--- src/design/sg_settings.svh ---
`ifndef SG_SETTINGS_SVH
`define SG_SETTINGS_SVH

// ************************************************************
// work RAM
// ************************************************************
`define SG_RAM_AW 10           // 1 KiB, mirrored over C000-FFFF.

// ************************************************************
// sound generator
// ************************************************************
`define SG_PSG_PRESCALE 16     // sys_clk cycles per tone tick.
`define SG_TONE_CH 3

// value seen on reads nobody answers.
`define SG_OPEN_BUS 8'hFF

`endif

--- src/design/psg_mixer.sv ---
`timescale 1ns/100ps
`default_nettype none
`include "sg_settings.svh"

module psg_mixer (
	input  logic       sys_clk,
	input  logic       arst_n,
	input  logic       level [`SG_TONE_CH],
	input  logic [3:0] atten [`SG_TONE_CH],
	output logic [5:0] audio
);

	logic [5:0] sum;

	// ************************************************************
	// channel sum
	// ************************************************************

	// linear volume, 15 minus attenuation per channel.
	always_comb begin
		sum = 6'd0;
		for (int i = 0; i < `SG_TONE_CH; i++) begin
			if (level[i])
				sum = sum + {2'b00, 4'hf - atten[i]};
		end
	end

	// ************************************************************
	// output register
	// ************************************************************

	always_ff @(posedge sys_clk or negedge arst_n) begin
		if (!arst_n)
			audio <= 6'd0;
		else
			audio <= sum; // 45 at most.
	end

endmodule

`default_nettype wire

--- config.mk ---
export PLATFORM = sky130hd
export DESIGN_NAME = psg_mixer
export DESIGN_NICKNAME = d
export VERILOG_FILES = /design/src/design/psg_mixer.sv
export VERILOG_INCLUDE_DIRS = /design/src /design/src/design
export SDC_FILE = /design/constraint.sdc
export NUM_CORES = 1
export LEC_CHECK = 0
export BUFFER_PORTS_ARGS = -buffer_cell sky130_fd_sc_hd__buf_2
export CORE_MARGIN = 4
export CORE_UTILIZATION = 44
export CTS_CLUSTER_DIAMETER = 200
export DETAILED_ROUTE_END_ITERATION = 7
export PLACE_DENSITY = 0.71
export SLEW_MARGIN = 20
export SYNTH_ARGS = -nofsm -noshare
export SYNTH_HDL_FRONTEND = slang
export SYNTH_SLANG_ARGS = --single-unit
--- constraint.sdc ---
create_clock -name sys_clk -period 0.8 [get_ports sys_clk]
set_input_delay 0.16 -clock sys_clk [delete_from_list [all_inputs] [get_ports sys_clk]]
set_output_delay 0.16 -clock sys_clk [all_outputs]
set_load 0.1 [all_outputs]
==> results.md <==
* Layout cells sized above 1 at roughly two thirds
* Post-synthesis mux area share at approximately an eighth
* Worst path arrival time at 2.16 ns
* Fin nets at ~130
* Die X at around 45 um
* DR vias at ~550
* Pleak at 0.5147 nW
* Maximum clock insertion buffer count at 2
* Avg Vias per Cell at around 4.9
* Sequential share of power at a little under a quarter
* Maximum VDD drop at just under 0.0008 V
* Max Slew Vio Count at 0
* Max reg flops at 6
* Pwr dens at roughly 1800 nW/um2
* Core ar. at between 1000 and 1500 um2
* Final WS setup at -1.235 ns
* GRT Residual Overflow at 0
* Die Ht at ~45 um
* Type of the worst setup path: in -> reg
* Largest family of logic cells by synthesized area: adder cells
* GRT Util Overall at roughly 16%
* Status: complete, but fails checks
* Fin crit period at ~2.0 ns
* RSZ-0062 raised after global routing: yes
* I/O Buffers at 22
* Final Power at 1.876 mW
* Largest cells by area after synthesis: dfrtp_1 (25%), ha_1 (17%), mux2_2 (7.6%)
* #FFs+latches synth at 6
* Largest net degree at the start of global routing at 7
* Simple-gate share of the synthesized area at 12.84%
* Reg with most FFs: audio
* Post-synthesis average cell area at 9.905 um2
* Initial Utilization at 50.11%
* Drt first pass iters at 4
* Net switching power at 0.8035 mW
* Seq/Total Area, Yosys at around a quarter
* Root Buffer: clkbuf_4
* Hold Crit Class: in -> async
* Clock sinks at 6
* I/O Pins at 23
* Synth Area in Adders at between 20% and 30%
* Failing checks: negative setup slack
* FP Rows at 12
* Post-synthesis compound-gate area fraction at between 10% and 20%
* Synth cell types at 20
* Critical Path RT at between 0.9 and 1 ns
* Syn_nets at between 80 and 90
* Max-Cap Viols at 0
* Register area at ~170 um2
* CTS tree: done
* Antenna-violating nets left at 0
* CTS H-tree lvls at 1
* GPL Wtd Cong at about 0.70
* Die footprint at approximately 2000 um2
* Layout fillers at 47
* Commonest cells after routing, fill and taps aside: buf_2 (14), buf_4 (12), inv_1 (9), dfrtp_4 (6), buf_12 (6)
* FMAX at slightly below 500 MHz
* Area occupied by multi-input gates at 500.5 um2
* Wire length per cell at around 12 um
* Post-DP HPWL at between 1000 and 1500 um
* DR iter-0 viols at 11
* Comb pwr share at a little over 60%
* Synth warn at 0
* Post-layout util at between 80% and 90%
* Post-synth top area share at around a quarter
* Crit path from: level[2]
* Commonest non-fill, non-tap cell in the layout: buf_2
* CP endpoint kind: register
* CTS Buf Count at 3
* ANT cells at 0
* Gate Count Post-Synth at 60
* CP max FO at 3
* CP startpoint kind: input pin
* Synth Cell Area at about 590 um2
* Total negative slack at -7.618 ns
* Hold Vio Cnt, Final at 0
* Syn-to-layout area delta at 78.95%
* Sw Ratio at between 40% and 50%
* Post-synthesis xor/xnor area fraction at just under 6%
* Clk network pwr share at around 15%
* Vias in the first global route at between 600 and 700
* Slew headroom at a little under nine tenths
* Final setup viols at 12
* Global-route wire length before repair at about 2300 um
* Antenna violations before repair at 0
* Worst slew pin tran at just over 0.2 ns
* Final period util at 254.4%
* Yosys top cell by area: dfrtp_1
* Top flop regs: audio x6
* Total Wirelength at 1343 um
* Internal power at roughly 1.1 mW
* Drt drc at 0
* Clk slew on worst S/H paths at approximately 0.050 ns
## cells in the mapped netlist
cell type / count
nor2b_1: 6
inv_2: 1
ha_1: 8
a21oi_1: 5
mux2_4: 2
a211oi_2: 1
inv_1: 9
dfrtp_1: 6
o21ba_2: 1
fa_1: 2
nor2_1: 4
nand4b_1: 1
xor2_1: 2
a21o_1: 1
mux2_2: 4
xnor2_1: 2
nand3b_1: 1
nor3b_1: 1
o21ai_0: 2
o221ai_2: 1
## final cells by class
cell class              count  area share (%)
multi-input cells          44           47.06
repair buffers             35           29.41
flip-flops and latches      6           16.24
well taps                  14           1.647
clock buffers               3           2.118
inverters                  10           3.529
## power by group through the flow
stage | Sequential (mW) | Clock [mW] | Combinational, mW
6_report | 0.434 | 0.282 | 1.16
5_1_grt | 0.440 | 0.322 | 1.23
4_1_cts | 0.436 | 0.299 | 1.13
3_5_place_dp | 0.441 | 0 | 1.10
3_3_place_gp | 0.439 | 0 | 1.08
2_1_floorplan | 0.807 | 0 | 0.328
## logic make-up (layout without fill, tap and decap cells)
| kind of cell | count (synthesis) | count (layout) |
|---|---|---|
| and+or+nand+nor | 13 | 13 |
| AOI/OAI and AO/OA | 11 | 11 |
| adders and majority gates | 10 | 10 |
| buffers and inverters | 10 | 48 |
| muxes | 6 | 6 |
| DFF | 6 | 6 |
| xor gates and xnor gates | 4 | 4 |
## per-layer routing
layer	GRT usage [%]	vias up	routed length (um)
met5	0	-	0
met4	7.229	0	0
met3	2.390	0	83
met2	30.66	19	722
met1	16.22	254	537
li1	-	279	-
## worst max path at each step
stage / to / depth (start not counted) / slack, ns
floorplan: audio[3] / 9 / -1.30
global placement: audio[3] / 10 / -1.46
detailed placement: audio[4] / 10 / -1.51
CTS: audio[3] / 10 / -1.22
global route: audio[3] / 10 / -1.28
finish: audio[3] / 10 / -1.24
## per-stage QoR
stage	cells	hold slack (ns)	setup WS (ns)	cell area [um2]
after floorplan	60	-0.1356	-1.298	680.7
after global placement	106	-0.01351	-1.462	973.4
after detailed placement	106	-0.009541	-1.508	973.4
after CTS	110	0.2520	-1.222	1026
after global routing	112	0.2657	-1.283	1064
final	112	0.2641	-1.235	1064
## timing repair
item,in CTS,in global routing
gates cloned,0,0
hold buffers,1,0
setup endpoints to repair,12,12
endpoints found under the hold margin,6,0
buffers inserted,0,2
pin swaps,11,12
resized for setup,4,6
## worst max-delay path, stage by stage
cell	delay, ns
buf_6	0.09
nor2b_4	0.12
ha_4	0.15
fa_1	0.42
mux2_4	0.31
ha_4	0.21
a21o_1	0.16
a21oi_2	0.17
xnor2_1	0.10
mux2_4	0.26
Power figures use the tool's default switching activity.
