===== src/design/sg_settings.svh =====
`ifndef SG_SETTINGS_SVH
`define SG_SETTINGS_SVH

// ************************************************************
// work RAM
// ************************************************************
`define SG_RAM_AW 10           // 1 KiB, mirrored over C000-FFFF.

// ************************************************************
// sound generator
// ************************************************************
`define SG_PSG_PRESCALE 16     // sys_clk cycles per tone tick.
`define SG_TONE_CH 3

// value seen on reads nobody answers.
`define SG_OPEN_BUS 8'hFF

`endif


===== src/design/sg_pkg.sv =====
`default_nettype none

package sg_pkg;

	// ************************************************************
	// bus side
	// ************************************************************

	// one memory or I/O cycle from the CPU side.
	typedef struct packed {
		logic [15:0] addr;
		logic [7:0]  wdata;
		logic        is_io;    // port cycle, only addr[7:0] counts.
		logic        is_write;
	} sg_bus_req_t;

	typedef struct packed {
		logic [7:0] rdata;     // 00 for writes.
	} sg_bus_rsp_t;

	// ************************************************************
	// sound generator
	// ************************************************************

	// first byte of a register write.
	typedef struct packed {
		logic       is_latch;  // set.
		logic [1:0] chan;
		logic       is_atten;
		logic [3:0] data;
	} psg_latch_t;

	// follow-up byte for the latched register.
	typedef struct packed {
		logic       is_latch;  // clear.
		logic       spare;
		logic [5:0] hi;
	} psg_data_t;

	// the same byte seen both ways, bit 7 tells which applies.
	typedef union packed {
		psg_latch_t latch;
		psg_data_t  data;
	} psg_byte_u;

	typedef struct packed {
		logic [9:0] period;    // in ticks.
		logic [3:0] atten;     // 15 is silent.
	} psg_tone_cfg_t;

endpackage

`default_nettype wire


===== src/design/sg_bus_decode.sv =====
`timescale 1ns/100ps
`default_nettype none
`include "sg_settings.svh"

module sg_bus_decode import sg_pkg::*; (
	input  logic                  sys_clk,
	input  logic                  arst_n,
	input  sg_bus_req_t           req,
	input  logic                  req_valid,
	output logic                  req_ready,
	output sg_bus_rsp_t           rsp,
	output logic                  rsp_valid,
	input  logic                  rsp_ready,
	output logic [`SG_RAM_AW-1:0] ram_addr,
	output logic [7:0]            ram_wdata,
	output logic                  ram_we,
	output logic                  ram_re,
	input  logic [7:0]            ram_q,
	output logic                  psg_wr,
	output psg_byte_u             psg_byte,
	input  logic [7:0]            joy_a,
	input  logic [7:0]            joy_b
);

	localparam logic [2:0] SRC_ZERO = 3'd0; // write ack.
	localparam logic [2:0] SRC_OPEN = 3'd1;
	localparam logic [2:0] SRC_RAM  = 3'd2;
	localparam logic [2:0] SRC_JOYA = 3'd3;
	localparam logic [2:0] SRC_JOYB = 3'd4;

	logic       accept;
	logic       hit_ram;
	logic       hit_psg;
	logic       hit_joy;
	logic [2:0] src_d;
	logic [2:0] src_q;
	logic       fresh_q;    // response appeared this cycle.
	logic [7:0] rdata_live;
	logic [7:0] rdata_hold;

	assign req_ready = !rsp_valid || rsp_ready;
	assign accept    = req_valid && req_ready;

	// memory decodes on addr[15:14], ports on addr[7:6].
	assign hit_ram = !req.is_io && (req.addr[15:14] == 2'b11);
	assign hit_psg = req.is_io && (req.addr[7:6] == 2'b01);
	assign hit_joy = req.is_io && (req.addr[7:6] == 2'b11);

	assign ram_addr  = req.addr[`SG_RAM_AW-1:0]; // upper bits mirror.
	assign ram_wdata = req.wdata;
	assign ram_we    = accept && hit_ram && req.is_write;
	assign ram_re    = accept && hit_ram && !req.is_write;
	assign psg_wr    = accept && hit_psg && req.is_write;
	assign psg_byte  = req.wdata;

	always_comb begin
		if (req.is_write)
			src_d = SRC_ZERO;
		else if (hit_ram)
			src_d = SRC_RAM;
		else if (hit_joy)
			src_d = req.addr[0] ? SRC_JOYB : SRC_JOYA;
		else
			src_d = SRC_OPEN;
	end

	always_ff @(posedge sys_clk or negedge arst_n) begin
		if (!arst_n) begin
			rsp_valid <= 1'b0;
			fresh_q   <= 1'b0;
			src_q     <= SRC_ZERO;
		end else begin
			fresh_q <= accept;
			if (accept) begin
				rsp_valid <= 1'b1;
				src_q     <= src_d;
			end else if (rsp_ready) begin
				rsp_valid <= 1'b0;
			end
		end
	end

	always_comb begin
		case (src_q)
			SRC_RAM:  rdata_live = ram_q;
			SRC_JOYA: rdata_live = joy_a;
			SRC_JOYB: rdata_live = joy_b;
			SRC_OPEN: rdata_live = `SG_OPEN_BUS;
			default:  rdata_live = 8'h00;
		endcase
	end

	// freeze the first value, joypads may move while we wait.
	always_ff @(posedge sys_clk) begin
		if (fresh_q)
			rdata_hold <= rdata_live;
	end

	assign rsp.rdata = fresh_q ? rdata_live : rdata_hold;

	a_rsp_hold: assert property (@(posedge sys_clk) disable iff (!arst_n)
		rsp_valid && !rsp_ready |=> rsp_valid && $stable(rsp));

endmodule

`default_nettype wire


===== config.mk =====
export PLATFORM = sky130hd
export DESIGN_NAME = sg_bus_decode
export DESIGN_NICKNAME = d
export VERILOG_FILES = /design/src/design/sg_pkg.sv /design/src/design/sg_bus_decode.sv
export VERILOG_INCLUDE_DIRS = /design/src /design/src/design
export SDC_FILE = /design/constraint.sdc
export NUM_CORES = 1
export LEC_CHECK = 0
export ABC_AREA = 1
export BUFFER_PORTS_ARGS = -buffer_cell sky130_fd_sc_hd__buf_4
export CAP_MARGIN = 20
export CORE_ASPECT_RATIO = 1.5
export CORE_MARGIN = 3
export CORE_UTILIZATION = 39
export DETAILED_ROUTE_END_ITERATION = 10
export GPL_TIMING_DRIVEN = 0
export HOLD_SLACK_MARGIN = 0.1
export PLACE_DENSITY = 0.82
export SLEW_MARGIN = 20
export SYNTH_ARGS = -nofsm -noshare
export SYNTH_HDL_FRONTEND = slang
export SYNTH_SLANG_ARGS = --single-unit

===== constraint.sdc =====
create_clock -name sys_clk -period 1.8 [get_ports sys_clk]
set_clock_uncertainty 0.1 [all_clocks]
set_input_delay 0.18 -clock sys_clk [delete_from_list [all_inputs] [get_ports sys_clk]]
set_output_delay 0.18 -clock sys_clk [all_outputs]
set_load 0.02 [all_outputs]

==> flow_results.xml <==
<?xml version="1.0" encoding="UTF-8"?>
<metrics>
  <group name="outcome">
    <metric name="status" unit="">complete, but fails checks</metric>
    <metric name="failed_checks" unit="">setup timing</metric>
  </group>
  <group name="clock_network">
    <metric name="cts_tree" unit="">built</metric>
    <metric name="root_buf_cell" unit="">sky130_fd_sc_hd__clkbuf_4</metric>
    <metric name="clk_pin_slew" unit="ps">80</metric>
    <metric name="numCtsBuffers" unit="">3</metric>
    <metric name="cts_max_level" unit="">1</metric>
    <metric name="clock_path_buffers" unit="">2</metric>
    <metric name="insertion_delay" unit="ps">280</metric>
    <metric name="cts.sink_count" unit="">13</metric>
  </group>
  <group name="route">
    <metric name="highest_layer" unit="">met4</metric>
    <metric name="met3WireLength" unit="µm">420</metric>
    <metric name="m1WireLength" unit="µm">1120</metric>
    <metric name="ant_nets" unit="">0</metric>
    <metric name="drt-vias-per-instance" unit="">5.07</metric>
    <metric name="met2_length" unit="µm">1660</metric>
    <metric name="total_vias_in_the_final_route" unit="">1263</metric>
    <metric name="detailedRoute.firstIterationViolations" unit="">46</metric>
    <metric name="wire_per_inst" unit="µm">13.1</metric>
    <metric name="route.final.wire_length" unit="µm">3260</metric>
    <metric name="drcViolationCount" unit="">0</metric>
    <metric name="drt_pass1_iterations" unit="">4</metric>
  </group>
  <group name="synth">
    <metric name="syn_avg_cell_area" unit="µm²">7.30</metric>
    <metric name="post_synthesis_cell_type_count" unit="">22</metric>
    <metric name="synth-seq-cells" unit="">13</metric>
    <metric name="ys_warn_count" unit="">0</metric>
    <metric name="synth_sequential_area_ratio" unit="">0.289</metric>
    <metric name="post_synth_instance_area" unit="µm²">986</metric>
    <metric name="syn_nets" unit="">189</metric>
    <metric name="number_of_instances_in_the_synthesized_netlist" unit="">135</metric>
  </group>
  <group name="worst_setup_path">
    <metric name="type_of_the_worst_setup_path" unit="">flop to output pin</metric>
    <metric name="worst-endpoint-arrival" unit="ps">1520</metric>
    <metric name="r2r.worst_path.cells" unit="">7</metric>
    <metric name="timing.critical_path.to" unit="">rsp[5]</metric>
    <metric name="crit_path_start_kind" unit="">flop</metric>
    <metric name="worstSetupEndpointType" unit="">output pin</metric>
    <metric name="data_required_time_at_the_worst_endpoint" unit="ps">1520</metric>
    <metric name="worst-r2r-setup-slack" unit="ps">380</metric>
    <metric name="timing.rr.start" unit="">src_q[1]</metric>
    <metric name="crit-reg2reg-capture" unit="">rdata_hold[3]</metric>
    <metric name="critPathLaunch" unit="">src_q[0]</metric>
    <metric name="crit_path_max_fanout" unit="">8</metric>
  </group>
  <group name="sta">
    <metric name="fmax" unit="GHz">0.554</metric>
    <metric name="final_max_slew_viol_count" unit="">0</metric>
    <metric name="tns" unit="ps">-4.38</metric>
    <metric name="period_share" unit="">1.00</metric>
    <metric name="timing_hold_violations_final" unit="">0</metric>
    <metric name="final_worst_path_setup_slack" unit="ps">-4.38</metric>
    <metric name="transition_time_at_the_pin_with_the_least_slew_margin" unit="ps">232</metric>
    <metric name="final_period_minus_worst_setup_slack" unit="ps">1800</metric>
    <metric name="finalSetupViolCount" unit="">1</metric>
    <metric name="worst_slew_margin_rel" unit="">0.844</metric>
    <metric name="rsz0062_at_grt" unit="">true</metric>
  </group>
  <group name="floorplan">
    <metric name="floorplan.die.width" unit="µm">47.1</metric>
    <metric name="initial_standard_cell_utilization_of_the_core" unit="">0.426</metric>
    <metric name="floorplan.die.height" unit="µm">67.6</metric>
    <metric name="dieArea" unit="µm²">3180</metric>
    <metric name="design.portCount" unit="">93</metric>
    <metric name="core.rowCount" unit="">21</metric>
    <metric name="core_area" unit="µm²">2310</metric>
  </group>
  <group name="power">
    <metric name="irDropWorstVdd" unit="V">0.000476</metric>
    <metric name="power_leakage" unit="µW">0.00101</metric>
    <metric name="powerDensity" unit="nW/µm²">642</metric>
    <metric name="p_total" unit="µW">1140</metric>
  </group>
  <group name="global_route">
    <metric name="antenna_found_initial" unit="">0</metric>
    <metric name="grt_pass1_vias" unit="">1130</metric>
    <metric name="grt-ovfl-total" unit="">0</metric>
    <metric name="overall_routing_resource_usage" unit="">0.193</metric>
    <metric name="first_pass_grt_wire_length" unit="µm">4570</metric>
    <metric name="grt_max_degree" unit="">18</metric>
  </group>
  <group name="cells_and_area">
    <metric name="area_growth_syn_to_layout" unit="%">80.2</metric>
    <metric name="num-fill-cells" unit="">172</metric>
    <metric name="drive_gt1_frac" unit="">0.566</metric>
    <metric name="layout_common_cells" unit="">sky130_fd_sc_hd__buf_4, sky130_fd_sc_hd__nand2_1, sky130_fd_sc_hd__nand4_1</metric>
    <metric name="count_of_antenna_diodes_in_the_layout" unit="">0</metric>
    <metric name="fin_cells" unit="">249</metric>
    <metric name="final_common_cell" unit="">sky130_fd_sc_hd__buf_4</metric>
    <metric name="finalNetCount" unit="">281</metric>
  </group>
  <group name="flow_run">
    <metric name="maxCapViolations" unit="">0</metric>
  </group>
  <group name="placed_design">
    <metric name="dp_cells" unit="">231</metric>
    <metric name="place_congestion" unit="">0.819</metric>
    <metric name="hpwlAfterDp" unit="µm">2510</metric>
    <metric name="port_buffers" unit="">73</metric>
    <metric name="place_worst_setup_slack" unit="ps">240</metric>
  </group>
  <group name="hold_path">
    <metric name="timing.hold.worst.class" unit="">input pin to async pin</metric>
  </group>
</metrics>
layout make-up:
| class | count | area [µm²] | share of cell area |
|---|---|---|---|
| timing repair buffer | 88 | 703 | 0.396 |
| multi-input combinational | 83 | 448 | 0.252 |
| sequential | 13 | 285 | 0.161 |
| buffer | 31 | 249 | 0.140 |
| inverter | 7 | 36.3 | 0.0204 |
| tap | 23 | 28.8 | 0.0162 |
| clock buffer | 4 | 26.3 | 0.0148 |
registers in the layout (all words and copies together) (netlist names):
name / count
fresh_q: 1
rsp_valid: 1
rdata_hold: 8
src_q: 3
cells in the mapped netlist:
master	instances	share of area
sky130_fd_sc_hd__nand4_1	16	0.10
sky130_fd_sc_hd__nor3_1	1	0.0051
sky130_fd_sc_hd__inv_1	5	0.019
sky130_fd_sc_hd__buf_6	4	0.046
sky130_fd_sc_hd__o21bai_1	7	0.053
sky130_fd_sc_hd__clkbuf_1	1	0.0038
sky130_fd_sc_hd__nand2_1	36	0.14
sky130_fd_sc_hd__o21ai_0	4	0.020
sky130_fd_sc_hd__buf_2	1	0.0051
sky130_fd_sc_hd__inv_4	1	0.0063
sky130_fd_sc_hd__nor2_1	1	0.0038
sky130_fd_sc_hd__nor2_2	2	0.013
sky130_fd_sc_hd__dfxtp_1	8	0.16
sky130_fd_sc_hd__nand3_1	11	0.056
sky130_fd_sc_hd__o22ai_1	1	0.0063
sky130_fd_sc_hd__nand4_2	1	0.013
sky130_fd_sc_hd__nand3b_1	1	0.0076
sky130_fd_sc_hd__nand2_2	1	0.0063
sky130_fd_sc_hd__buf_4	26	0.20
sky130_fd_sc_hd__inv_2	1	0.0038
sky130_fd_sc_hd__nor4_1	1	0.0063
sky130_fd_sc_hd__dfrtp_1	5	0.13
critical path, stage by stage (launching register included):
cell	delay, ps
sky130_fd_sc_hd__dfrtp_1	380
sky130_fd_sc_hd__buf_6	150
sky130_fd_sc_hd__nor2_4	210
sky130_fd_sc_hd__nand3_1	130
sky130_fd_sc_hd__nand2_1	90
sky130_fd_sc_hd__o21bai_1	70
sky130_fd_sc_hd__nand2_1	100
sky130_fd_sc_hd__buf_6	130
layer usage:
metal  vias to the layer above  track usage
met5                         -            0
met3                         7       0.0400
li1                        617            -
met2                        80        0.347
met1                       559        0.206
met4                         0       0.0865
power breakdown:
group | switching, µW | internal [µW]
registers | 16.2 | 341
logic | 296 | 305
clock network | 97.4 | 86.1
total | 409 | 732
kinds of logic (layout without fill, tap and decap cells):
group	after synthesis	in the layout	synth area share
AOI/OAI and AO/OA	12	12	0.0800
DFF	13	13	0.289
and+or+nand+nor	71	71	0.349
buffers and inverters	39	130	0.282
stage by stage:
| step | util | area, µm² | hold slack (ps) |
|---|---|---|---|
| 2_1_floorplan | - | 986 | -216 |
| 3_3_place_gp | 0.676 | 1560 | -118 |
| 3_5_place_dp | 0.676 | 1560 | -119 |
| 4_1_cts | 0.703 | 1630 | 132 |
| 5_1_grt | 0.768 | 1780 | 139 |
| 6_report | 0.768 | 1780 | 131 |
repair_timing:
action                                  4_1_cts  5_1_grt
endpoints found under the setup margin        7        8
pin swaps                                     0        7
gates resized for setup                       4       16
hold endpoints to repair                      6        0
setup buffers                                 0       11
gates cloned                                  0        1
hold buffers                                  3        0
worst min path at each step:
stage,to,startpoint,slack (ps),depth (start not counted)
final,rsp_valid,arst_n,130,2
after global routing,rsp_valid,arst_n,140,2
after CTS,rsp_valid,arst_n,130,2
after detailed placement,rsp_valid,arst_n,-120,1
after global placement,rsp_valid,arst_n,-120,1
after floorplan,fresh_q,arst_n,-220,0
Power figures use the tool's default switching activity.
