===== config.mk =====
export PLATFORM = sky130hd
export DESIGN_NAME = psg_regs
export DESIGN_NICKNAME = d
export VERILOG_FILES = /design/src/design/sg_pkg.sv /design/src/design/psg_regs.sv
export VERILOG_INCLUDE_DIRS = /design/src /design/src/design
export SDC_FILE = /design/constraint.sdc
export NUM_CORES = 1
export LEC_CHECK = 0
export ABC_CLOCK_PERIOD_IN_PS = 1900
export BUFFER_PORTS_ARGS = -buffer_cell sky130_fd_sc_hd__buf_4
export CAP_MARGIN = 20
export CORE_MARGIN = 5
export CORE_UTILIZATION = 29
export DETAILED_ROUTE_END_ITERATION = 10
export HOLD_SLACK_MARGIN = 0.02
export PLACE_DENSITY_LB_ADDON = 0.1
export SLEW_MARGIN = 20
export SYNTH_ARGS = -nofsm -noshare
export SYNTH_HDL_FRONTEND = slang
export SYNTH_SLANG_ARGS = --single-unit

===== constraint.sdc =====
create_clock -name sys_clk -period 1.9 [get_ports sys_clk]
set_input_delay 0.38 -clock sys_clk [delete_from_list [all_inputs] [get_ports sys_clk]]
set_output_delay 0.38 -clock sys_clk [all_outputs]
set_load 0.01 [all_outputs]

===== src/design/sg_settings.svh =====
`ifndef SG_SETTINGS_SVH
`define SG_SETTINGS_SVH

// ************************************************************
// work RAM
// ************************************************************
`define SG_RAM_AW 10           // 1 KiB, mirrored over C000-FFFF.

// ************************************************************
// sound generator
// ************************************************************
`define SG_PSG_PRESCALE 16     // sys_clk cycles per tone tick.
`define SG_TONE_CH 3

// value seen on reads nobody answers.
`define SG_OPEN_BUS 8'hFF

`endif


===== src/design/sg_pkg.sv =====
`default_nettype none

package sg_pkg;

	// ************************************************************
	// bus side
	// ************************************************************

	// one memory or I/O cycle from the CPU side.
	typedef struct packed {
		logic [15:0] addr;
		logic [7:0]  wdata;
		logic        is_io;    // port cycle, only addr[7:0] counts.
		logic        is_write;
	} sg_bus_req_t;

	typedef struct packed {
		logic [7:0] rdata;     // 00 for writes.
	} sg_bus_rsp_t;

	// ************************************************************
	// sound generator
	// ************************************************************

	// first byte of a register write.
	typedef struct packed {
		logic       is_latch;  // set.
		logic [1:0] chan;
		logic       is_atten;
		logic [3:0] data;
	} psg_latch_t;

	// follow-up byte for the latched register.
	typedef struct packed {
		logic       is_latch;  // clear.
		logic       spare;
		logic [5:0] hi;
	} psg_data_t;

	// the same byte seen both ways, bit 7 tells which applies.
	typedef union packed {
		psg_latch_t latch;
		psg_data_t  data;
	} psg_byte_u;

	typedef struct packed {
		logic [9:0] period;    // in ticks.
		logic [3:0] atten;     // 15 is silent.
	} psg_tone_cfg_t;

endpackage

`default_nettype wire


===== src/design/psg_regs.sv =====
`timescale 1ns/100ps
`default_nettype none
`include "sg_settings.svh"

module psg_regs import sg_pkg::*; (
	input  logic          sys_clk,
	input  logic          arst_n,
	input  logic          wr,
	input  psg_byte_u     wbyte,
	output logic          tick,
	output psg_tone_cfg_t cfg [`SG_TONE_CH]
);

	localparam int PW = $clog2(`SG_PSG_PRESCALE);

	logic [PW-1:0] pre_cnt;
	logic [1:0]    chan_q;      // latched target.
	logic          atten_sel_q;
	logic [1:0]    tgt_chan;
	logic          tgt_atten;
	logic [3:0]    atten_val;

	// ************************************************************
	// prescaler
	// ************************************************************

	assign tick = (pre_cnt == PW'(`SG_PSG_PRESCALE - 1));

	always_ff @(posedge sys_clk or negedge arst_n) begin
		if (!arst_n)
			pre_cnt <= '0;
		else if (tick)
			pre_cnt <= '0;
		else
			pre_cnt <= pre_cnt + 1'b1;
	end

	// ************************************************************
	// register writes
	// ************************************************************

	always_ff @(posedge sys_clk or negedge arst_n) begin
		if (!arst_n) begin
			chan_q      <= 2'd0;
			atten_sel_q <= 1'b0;
		end else if (wr && wbyte.latch.is_latch) begin
			chan_q      <= wbyte.latch.chan;
			atten_sel_q <= wbyte.latch.is_atten;
		end
	end

	// a data byte goes where the last latch pointed.
	assign tgt_chan  = wbyte.latch.is_latch ? wbyte.latch.chan : chan_q;
	assign tgt_atten = wbyte.latch.is_latch ? wbyte.latch.is_atten : atten_sel_q;
	assign atten_val = wbyte.latch.is_latch ? wbyte.latch.data : wbyte.data.hi[3:0];

	// channel 3 (noise) has no slot here.
	for (genvar i = 0; i < `SG_TONE_CH; i++) begin : g_ch
		psg_tone_cfg_t cfg_q;
		logic          hit;

		assign hit = wr && (tgt_chan == 2'(i));

		always_ff @(posedge sys_clk or negedge arst_n) begin
			if (!arst_n) begin
				cfg_q.period <= '0;
				cfg_q.atten  <= 4'hf; // silent.
			end else if (hit) begin
				if (tgt_atten)
					cfg_q.atten <= atten_val;
				else if (wbyte.latch.is_latch)
					cfg_q.period[3:0] <= wbyte.latch.data;
				else
					cfg_q.period[9:4] <= wbyte.data.hi;
			end
		end

		assign cfg[i] = cfg_q;

		a_cfg_quiet: assert property (@(posedge sys_clk) disable iff (!arst_n)
			!wr |=> $stable(cfg[i]));
	end

endmodule

`default_nettype wire


==> results of run 1 <==
==> worst min path at each step <==
stage / start / end / slack (ns)
6_report: arst_n / cfg[25] / 0.11
5_1_grt: arst_n / cfg[25] / 0.15
4_1_cts: arst_n / cfg[27] / 0.12
3_5_place_dp: arst_n / cfg[25] / 0.45
3_3_place_gp: arst_n / pre_cnt[3] / 0.43
2_1_floorplan: arst_n / atten_sel_q / 0.08
==> flip-flops by register name, indices dropped and copies added (netlist names) <==
name	flops
cfg	42
pre_cnt	4
atten_sel_q	1
chan_q	2
==> cells by family (layout without fill, tap and decap cells) <==
logic type | Yosys count | count (layout) | synth area share, %
AO/OA/AOI/OAI | 6 | 6 | 1.85
flip-flops | 49 | 49 | 61.1
AND/OR/NAND/NOR | 17 | 17 | 7.70
XOR/XNOR | 1 | 1 | 0.431
multiplexers | 46 | 46 | 26.6
adder cells (fa/ha/maj) | 1 | 1 | 0.616
buffers and inverters | 5 | 63 | 1.72
==> final cells by class <==
class	instances	area [um^2]
sequential	49	1240
clock buffer	6	72.6
fill	675	4190
multi-input combinational	71	756
timing repair buffer	54	405
tap	96	120
clock inverter	2	10.0
inverter	1	3.75
==> layout by cell type (no fill, tap or decap), types with 2 or more instances in the layout <==
master / synthesis / final
buf_4: 0 / 54
mux2_2: 40 / 40
dfstp_2: 12 / 12
clkbuf_8: 0 / 5
mux2_4: 6 / 6
and3b_1: 2 / 2
o211ai_1: 3 / 3
or4b_1: 2 / 2
clkinv_2: 0 / 2
nor3b_1: 3 / 3
dfrtp_1: 37 / 37
o21ai_0: 2 / 2
==> report_power, final <==
group / internal, uW / total, uW / leakage [uW] / switching, uW
sequential: 1450 / 1650 / 0.000578 / 203
combinational: 699 / 1140 / 0.000566 / 444
clock: 256 / 584 / 0.0000450 / 328
total: 2400 / 3380 / 0.00119 / 975
==> critical path, cell delays in order (launching register included) <==
cell and delay, ns:
dfrtp_1 0.41, ha_1 0.25, and3_1 0.21, buf_4 0.15
==> stage by stage <==
stage                     setup WS [ns]  total power [uW]
final                             0.208              3380
after global routing              0.143              3580
after CTS                         0.184              3450
after detailed placement          0.141              2850
after global placement            0.182              2810
after floorplan                   0.202              2170
==> layer usage <==
metal,vias up,share of wire [%],global-route usage (%)
li1,568,-,-
met1,635,45,14.1
met2,37,48,17.4
met3,5,5.6,3.21
met4,0,1.2,3.25
met5,-,0,0
==> impl_metrics.env, run 1 <==
export IMPL_gp_congestion=0.694
export IMPL_post_cts_setup_buffers=0
export IMPL_ctsRootBufferMaster="clkbuf_8"
export IMPL_grt_max_degree=50
export IMPL_firstDrtPassIters=2
export IMPL_synth_edf_count=0
export IMPL_worst_hold_slack_ns=0.108
export IMPL_antenna_cells=0
export IMPL_crit_end="tick"
export IMPL_hp_class="primary input to async pin"
export IMPL_layout_nets=194
export IMPL_routed_via_density=4.46
export IMPL_finalCritPeriodShare_pct=89.0
export IMPL_antenna_found_initial=0
export IMPL_grtUsageTotal_pct=10.8
export IMPL_maxSlewHeadroom_pct=58.3
export IMPL_yosysTopAreaCell="dfrtp_1"
export IMPL_fin_area_um2=2610
export IMPL_synth_commonest_cells="mux2_2 (40), dfrtp_1 (37), dfstp_2 (12), mux2_4 (6)"
export IMPL_route_antenna_remaining_nets=0
export IMPL_dpl_instance_area_um2=2530
export IMPL_wl_per_cell_um=16.4
export IMPL_first_iter_violations=29
export IMPL_drc_errors=0
export IMPL_path_class="flop to primary output"
export IMPL_grt_first_pass_wirelength_um=7210
export IMPL_setup_violations=0
export IMPL_netlist_area_leader_share_pct=45.6
export IMPL_async_flop_share_pct=100
export IMPL_yosys_warnings=0
export IMPL_synth_seq_cells=49
export IMPL_io_buffers=53
export IMPL_numCtsBuffers=5
export IMPL_max_freq_mhz=591
export IMPL_status="finished clean"
export IMPL_path_max_fanout=4
export IMPL_reg2reg_depth=2
export IMPL_cp_start_kind="flop"
export IMPL_cts_buffer_depth=2
export IMPL_die_area_um2=8780
export IMPL_syn_avg_cell_area_um2=16.3
export IMPL_synth_most_common_cell="mux2_2"
export IMPL_cp_arrival_ns=1.31
export IMPL_rsz0062_at_grt="no"
export IMPL_cp_required_ns=1.52
export IMPL_clk_latency_ns=0.29
export IMPL_period_minus_slack_ns=1.69
export IMPL_final_layout_size_suffix_gt1_share_pct=67.8
export IMPL_r2r_end="cfg[23]"
export IMPL_cts_tree="yes"
export IMPL_vias=1245
export IMPL_pin_count=54
export IMPL_fp_coreArea_um2=6790
export IMPL_syn_num_nets=137
export IMPL_p_leak_uw=0.00119
export IMPL_slew_violations=0
export IMPL_die_y_um=93.7
export IMPL_hold_violations=0
export IMPL_final_core_util_pct=38.4
export IMPL_rrSetupSlack_ns=0.31
export IMPL_finClkSkew_ns=0.00381
export IMPL_overflow=0
export IMPL_cts_sinks=49
export IMPL_syn2layout_area_growth_pct=28.4
export IMPL_fin_cells=279
export IMPL_htreeDepth=2
export IMPL_die_w_um=93.7
export IMPL_rows=30
export IMPL_maxCapViolations=0
export IMPL_synth_seq_area_share_pct=61.1
export IMPL_powerDensity_nw_per_um2=1290
export IMPL_clkTransAtPathRegs_ns=0.08
export IMPL_worstMarginPinSlew_ns=0.626
export IMPL_ir_drop_mv=0.496
export IMPL_setup_tns_ns=0
export IMPL_hold_buffers=0
export IMPL_r2r_start="chan_q[1]"
export IMPL_crit_path_start="pre_cnt[0]"
export IMPL_end_kind="primary output"
export IMPL_netlist_instances=125
export IMPL_synthFlopType="dfrtp_1"
export IMPL_totalWireLength_um=4560
export IMPL_cts_resized=0
export IMPL_initial_utilization_pct=29.9
export IMPL_synth_distinct_cells=26
export IMPL_dpl_hpwl_um=3260
export IMPL_synth_area_um2=2030
export IMPL_dp_cells=271
export IMPL_first_global_vias=1363
export IMPL_synth_top_cells_by_area="dfrtp_1 (46%), mux2_2 (22%), dfstp_2 (16%)"
Power figures use the tool's default switching activity.
==> run 2: changes to the inputs <==
ABC_CLOCK_PERIOD_IN_PS = 1500   (was 1900)
SLEW_MARGIN = not set   (was 20)
clock period = 1.5 ns   (was 1.9 ns; I/O delays follow)
==> run 2 against run 1 <==
Net effect:
- non-clock buffer count increased by 20
- hold slack got worse by 0.095 ns
- combinational power grew 32%
- first-iteration DRC count decreased by 3.4%
- core utilization increased by 2.7 points
- critical path depth unchanged
- clock power up 26%
- clock-buffer cell count unchanged
- flip-flop and latch count unchanged
- register-to-register slack got worse by 0.28 ns
- highest routed layer unchanged
==> impl_metrics.env, run 2 (same netlist as run 1, synthesis figures left out) <==
export IMPL_final_layout_size_suffix_gt1_share_pct=73.9
export IMPL_slew_violations=0
export IMPL_ctsRootBufferMaster="clkbuf_8"
export IMPL_dpl_hpwl_um=3370
export IMPL_gp_congestion=0.706
export IMPL_rows=30
export IMPL_layout_nets=214
export IMPL_cts_tree="yes"
export IMPL_maxSlewHeadroom_pct=59.4
export IMPL_grt_max_degree=50
export IMPL_finClkSkew_ns=0.00599
export IMPL_worstMarginPinSlew_ns=0.609
export IMPL_multiInputGateArea_um2=777
export IMPL_io_buffers=53
export IMPL_cpPeakStageDelay_ns=0.40
export IMPL_p_leak_uw=0.00129
export IMPL_clkTransAtPathRegs_ns=0.09
export IMPL_period_minus_slack_ns=1.50
export IMPL_cp_start_kind="flop"
export IMPL_totalWireLength_um=4800
export IMPL_antenna_cells=0
export IMPL_post_place_ws_ns=-0.193
export IMPL_largest_reg_flops=42
export IMPL_dpl_instance_area_um2=2620
export IMPL_die_area_um2=8780
export IMPL_nFillCells=642
export IMPL_rsz0062_at_grt="yes"
export IMPL_setup_violations=0
export IMPL_routed_via_density=4.40
export IMPL_status="finished clean"
export IMPL_maxCapViolations=0
export IMPL_wl_per_cell_um=16.1
export IMPL_syn2layout_area_growth_pct=37.3
export IMPL_overflow=0
export IMPL_first_global_vias=1500
export IMPL_crit_slowest_cell="dfrtp_1"
export IMPL_die_y_um=93.7
export IMPL_path_class="flop to primary output"
export IMPL_crit_chain="ha_2 > and3_4 > buf_6"
export IMPL_final_common_cell="buf_4"
export IMPL_cts_sinks=49
export IMPL_drc_errors=0
export IMPL_numCtsBuffers=5
export IMPL_final_core_util_pct=41.1
export IMPL_path_max_fanout=3
export IMPL_first_iter_violations=28
export IMPL_cp_required_ns=1.20
export IMPL_grt_first_pass_wirelength_um=7560
export IMPL_finalCritPeriodShare_pct=99.9
export IMPL_clk_latency_ns=0.30
export IMPL_hold_violations=0
export IMPL_cp_arrival_ns=1.20
export IMPL_initial_utilization_pct=29.9
export IMPL_grtUsageTotal_pct=11.4
export IMPL_layout_common_cells="buf_4 (72), mux2_2 (39), dfrtp_1 (35)"
export IMPL_cts_buffer_depth=2
export IMPL_htreeDepth=2
export IMPL_firstDrtPassIters=2
export IMPL_route_antenna_remaining_nets=0
export IMPL_die_w_um=93.7
export IMPL_fin_area_um2=2790
export IMPL_hp_class="primary input to async pin"
export IMPL_ir_drop_mv=0.526
export IMPL_fin_ws_ns=0.00121
export IMPL_end_kind="primary output"
export IMPL_vias=1316
export IMPL_fp_coreArea_um2=6790
export IMPL_antenna_found_initial=0
export IMPL_max_freq_mhz=667
export IMPL_pin_count=54
export IMPL_seq_area_um2=1240
export IMPL_powerDensity_nw_per_um2=1550
run 2: cell count changes in the layout (fill, tap and decap cells not counted), sizes merged:
| cell | delta |
|---|---|
| buf | +20 |
run 2: per-stage QoR:
step | setup TNS [ns] | cells | hold slack [ns] | power, uW
6_report | 0 | 299 | 0.0127 | 4340
5_1_grt | -0.164 | 299 | 0.0602 | 4610
4_1_cts | -0.0425 | 294 | 0.0321 | 4410
3_5_place_dp | -3.10 | 283 | 0.360 | 3640
3_3_place_gp | -2.44 | 283 | 0.342 | 3590
2_1_floorplan | -1.30 | 125 | 0.00441 | 2750
run 2: repair_timing:
item,CTS,global route
hold buffers,0,0
pin swaps,1,3
gates resized for setup,3,5
endpoints found under the setup margin,13,17
buffers inserted,3,5
run 2: path summary, 6_finish.rpt:
path	startpoint	endpoint	slack [ns]	cells after the start
min reg2reg	cfg[36]	cfg[36]	0.51	1
max reg2reg	atten_sel_q	cfg[11]	0.03	2
min in group sys_clk	wbyte[4]	atten_sel_q	0.29	2
min	arst_n	pre_cnt[3]	0.01	1
max in group asynchronous	arst_n	chan_q[0]	1.04	1
max	pre_cnt[1]	tick	0.001	3
run 2: final cells by class:
| type | count | share of cell area, % |
|---|---|---|
| well taps | 96 | 4.30 |
| flip-flops and latches | 49 | 44.6 |
| inverters | 1 | 0.135 |
| multi-input cells | 71 | 27.8 |
| clock inverters | 2 | 0.359 |
| repair buffers | 74 | 20.2 |
| clock buffers | 6 | 2.60 |
run 2: where the power goes:
group	internal, uW	switching, uW
combinational	929	584
sequential	1840	250
clock	324	411
run 2: worst max-delay path: cells and delay by family, from the launching register on:
kind,cells,cell delay (ns)
fa+ha+maj,1,0.20
flops,1,0.40
simple gates,1,0.18
buf+inv,1,0.11
run 2: per-layer routing:
metal / vias to the layer above / GRT usage, % / share of wire [%]
met5: - / 0 / 0
met4: 0 / 3.37 / 0.98
met3: 5 / 4.89 / 7.3
met2: 42 / 17.5 / 47
met1: 658 / 14.4 / 45
li1: 611 / - / -
==> run 3: changes to the inputs <==
CTS_BUF_LIST = sky130_fd_sc_hd__clkbuf_4   (was not set)
==> run 3 against run 2 <==
Net effect:
- the flow now finishes with violations (negative setup slack)
- non-clock buffer count is 1 lower
- clock power down 19%
- combinational power increased by 3%
- clock skew increased by 0.0040 ns
- global-route usage grew 0.064 points
- critical path type unchanged
- critical endpoint unchanged
==> impl_metrics.env, run 3 (same netlist as run 1, synthesis figures left out) <==
export IMPL_cts_buffer_depth=2
export IMPL_grt_first_pass_wirelength_um=7570
export IMPL_final_layout_size_suffix_gt1_share_pct=73.8
export IMPL_initial_utilization_pct=29.9
export IMPL_cts_sinks=49
export IMPL_worstMarginPinSlew_ns=0.611
export IMPL_path_max_fanout=2
export IMPL_p_leak_uw=0.00129
export IMPL_pin_count=54
export IMPL_clkTransAtPathRegs_ns=0.14
export IMPL_rows=30
export IMPL_largest_reg_flops=42
export IMPL_layout_common_cells="buf_4 (68), dfrtp_1 (35), mux2_2 (34)"
export IMPL_gp_congestion=0.706
export IMPL_route_antenna_remaining_nets=0
export IMPL_io_buffers=53
export IMPL_dpl_hpwl_um=3370
export IMPL_fin_cells=298
export IMPL_routed_via_density=4.38
export IMPL_final_common_cell="buf_4"
export IMPL_ir_drop_mv=0.568
export IMPL_dpl_instance_area_um2=2620
export IMPL_cts_tree="yes"
export IMPL_multiInputGateArea_um2=796
export IMPL_totalWireLength_um=4760
export IMPL_seq_area_um2=1240
export IMPL_post_place_ws_ns=-0.193
export IMPL_hold_violations=0
export IMPL_firstDrtPassIters=4
export IMPL_antenna_cells=0
export IMPL_nFillCells=641
export IMPL_period_minus_slack_ns=1.56
export IMPL_vias=1305
export IMPL_p_total_uw=4240
export IMPL_fin_area_um2=2780
export IMPL_die_area_um2=8780
export IMPL_slew_violations=0
export IMPL_cp_start_kind="flop"
export IMPL_finalCritPeriodShare_pct=104
export IMPL_overflow=0
export IMPL_syn2layout_area_growth_pct=37.0
export IMPL_antenna_found_initial=0
export IMPL_maxSlewHeadroom_pct=59.3
export IMPL_maxCapViolations=0
export IMPL_grtUsageTotal_pct=11.4
export IMPL_hp_class="primary input to flop"
export IMPL_cp_required_ns=1.20
export IMPL_status="complete, but fails checks"
export IMPL_powerDensity_nw_per_um2=1520
export IMPL_path_class="flop to primary output"
export IMPL_finClkSkew_ns=0.00999
export IMPL_fin_ws_ns=-0.0565
export IMPL_rsz0062_at_grt="yes"
export IMPL_die_y_um=93.7
export IMPL_die_w_um=93.7
export IMPL_layout_nets=213
export IMPL_max_freq_mhz=642
export IMPL_cp_arrival_ns=1.26
export IMPL_end_kind="primary output"
export IMPL_fp_coreArea_um2=6790
export IMPL_first_iter_violations=21
export IMPL_clk_latency_ns=0.36
export IMPL_setup_violations=1
export IMPL_numCtsBuffers=5
export IMPL_first_global_vias=1473
export IMPL_wl_per_cell_um=16.0
export IMPL_violations="negative setup slack"
export IMPL_drc_errors=0
export IMPL_dp_cells=283
export IMPL_ctsRootBufferMaster="clkbuf_4"
export IMPL_grt_max_degree=50
export IMPL_htreeDepth=2
## run 3: cell types whose count changed in the layout (fill, tap and decap cells not counted)
cell,before,now
clkbuf_4,0,6
clkbuf_8,5,0
mux2_2,39,34
mux2_4,7,12
buf_4,72,68
buf_6,2,4
clkbuf_1,1,0
dlygate4sd3_1,0,1
## run 3: power breakdown
part / total (uW) / switching (uW) / internal (uW)
registers: 2090 / 255 / 1830
clock network: 592 / 394 / 198
logic: 1550 / 587 / 967
## run 3: metal layers
layer,vias to the layer above,share of wire (%),track usage (%)
li1,607,-,-
met2,46,46,17.3
met4,0,1.2,4.33
met5,-,0,0
met1,646,46,14.7
met3,6,7.2,4.41
## run 3: repair_timing
| item | 4_1_cts | 5_1_grt |
|---|---|---|
| endpoints found under the hold margin | 37 | 0 |
| setup buffers | 4 | 2 |
| pin swaps | 2 | 3 |
| gates cloned | 0 | 0 |
| resized for setup | 5 | 10 |
| hold buffers | 1 | 0 |
| endpoints found under the setup margin | 13 | 17 |
## run 3: area by class of cell
class                   instances  area share, %
repair buffers                 73           20.3
multi-input cells              71           28.6
clock buffers                   6           1.62
clock inverters                 2          0.360
well taps                      96           4.31
flip-flops and latches         49           44.7
inverters                       1          0.135
## run 3: worst max-delay path, stage by stage (launching register included)
cell and delay [ns]:
dfrtp_1 0.42, ha_2 0.19, and3_4 0.18, buf_6 0.11
## run 3: through the flow
stage	setup TNS (ns)	util (%)	hold slack [ns]
after floorplan	-1.30	-	0.00441
after global placement	-2.44	38.6	0.342
after detailed placement	-3.10	38.6	0.360
after CTS	-0.0800	40.2	0.206
after global routing	-0.171	41.0	0.210
final	-0.0565	41.0	0.234
## run 3: final timing paths
kind,from,end,slack [ns],cells after the start
max in group asynchronous,arst_n,chan_q[0],0.57,2
hold reg to reg,cfg[18],cfg[18],0.52,1
setup / recovery,pre_cnt[0],tick,-0.06,3
setup reg to reg,atten_sel_q,cfg[11],0.03,2
min in group asynchronous,arst_n,chan_q[1],0.49,2
hold / removal,wbyte[6],chan_q[1],0.23,2
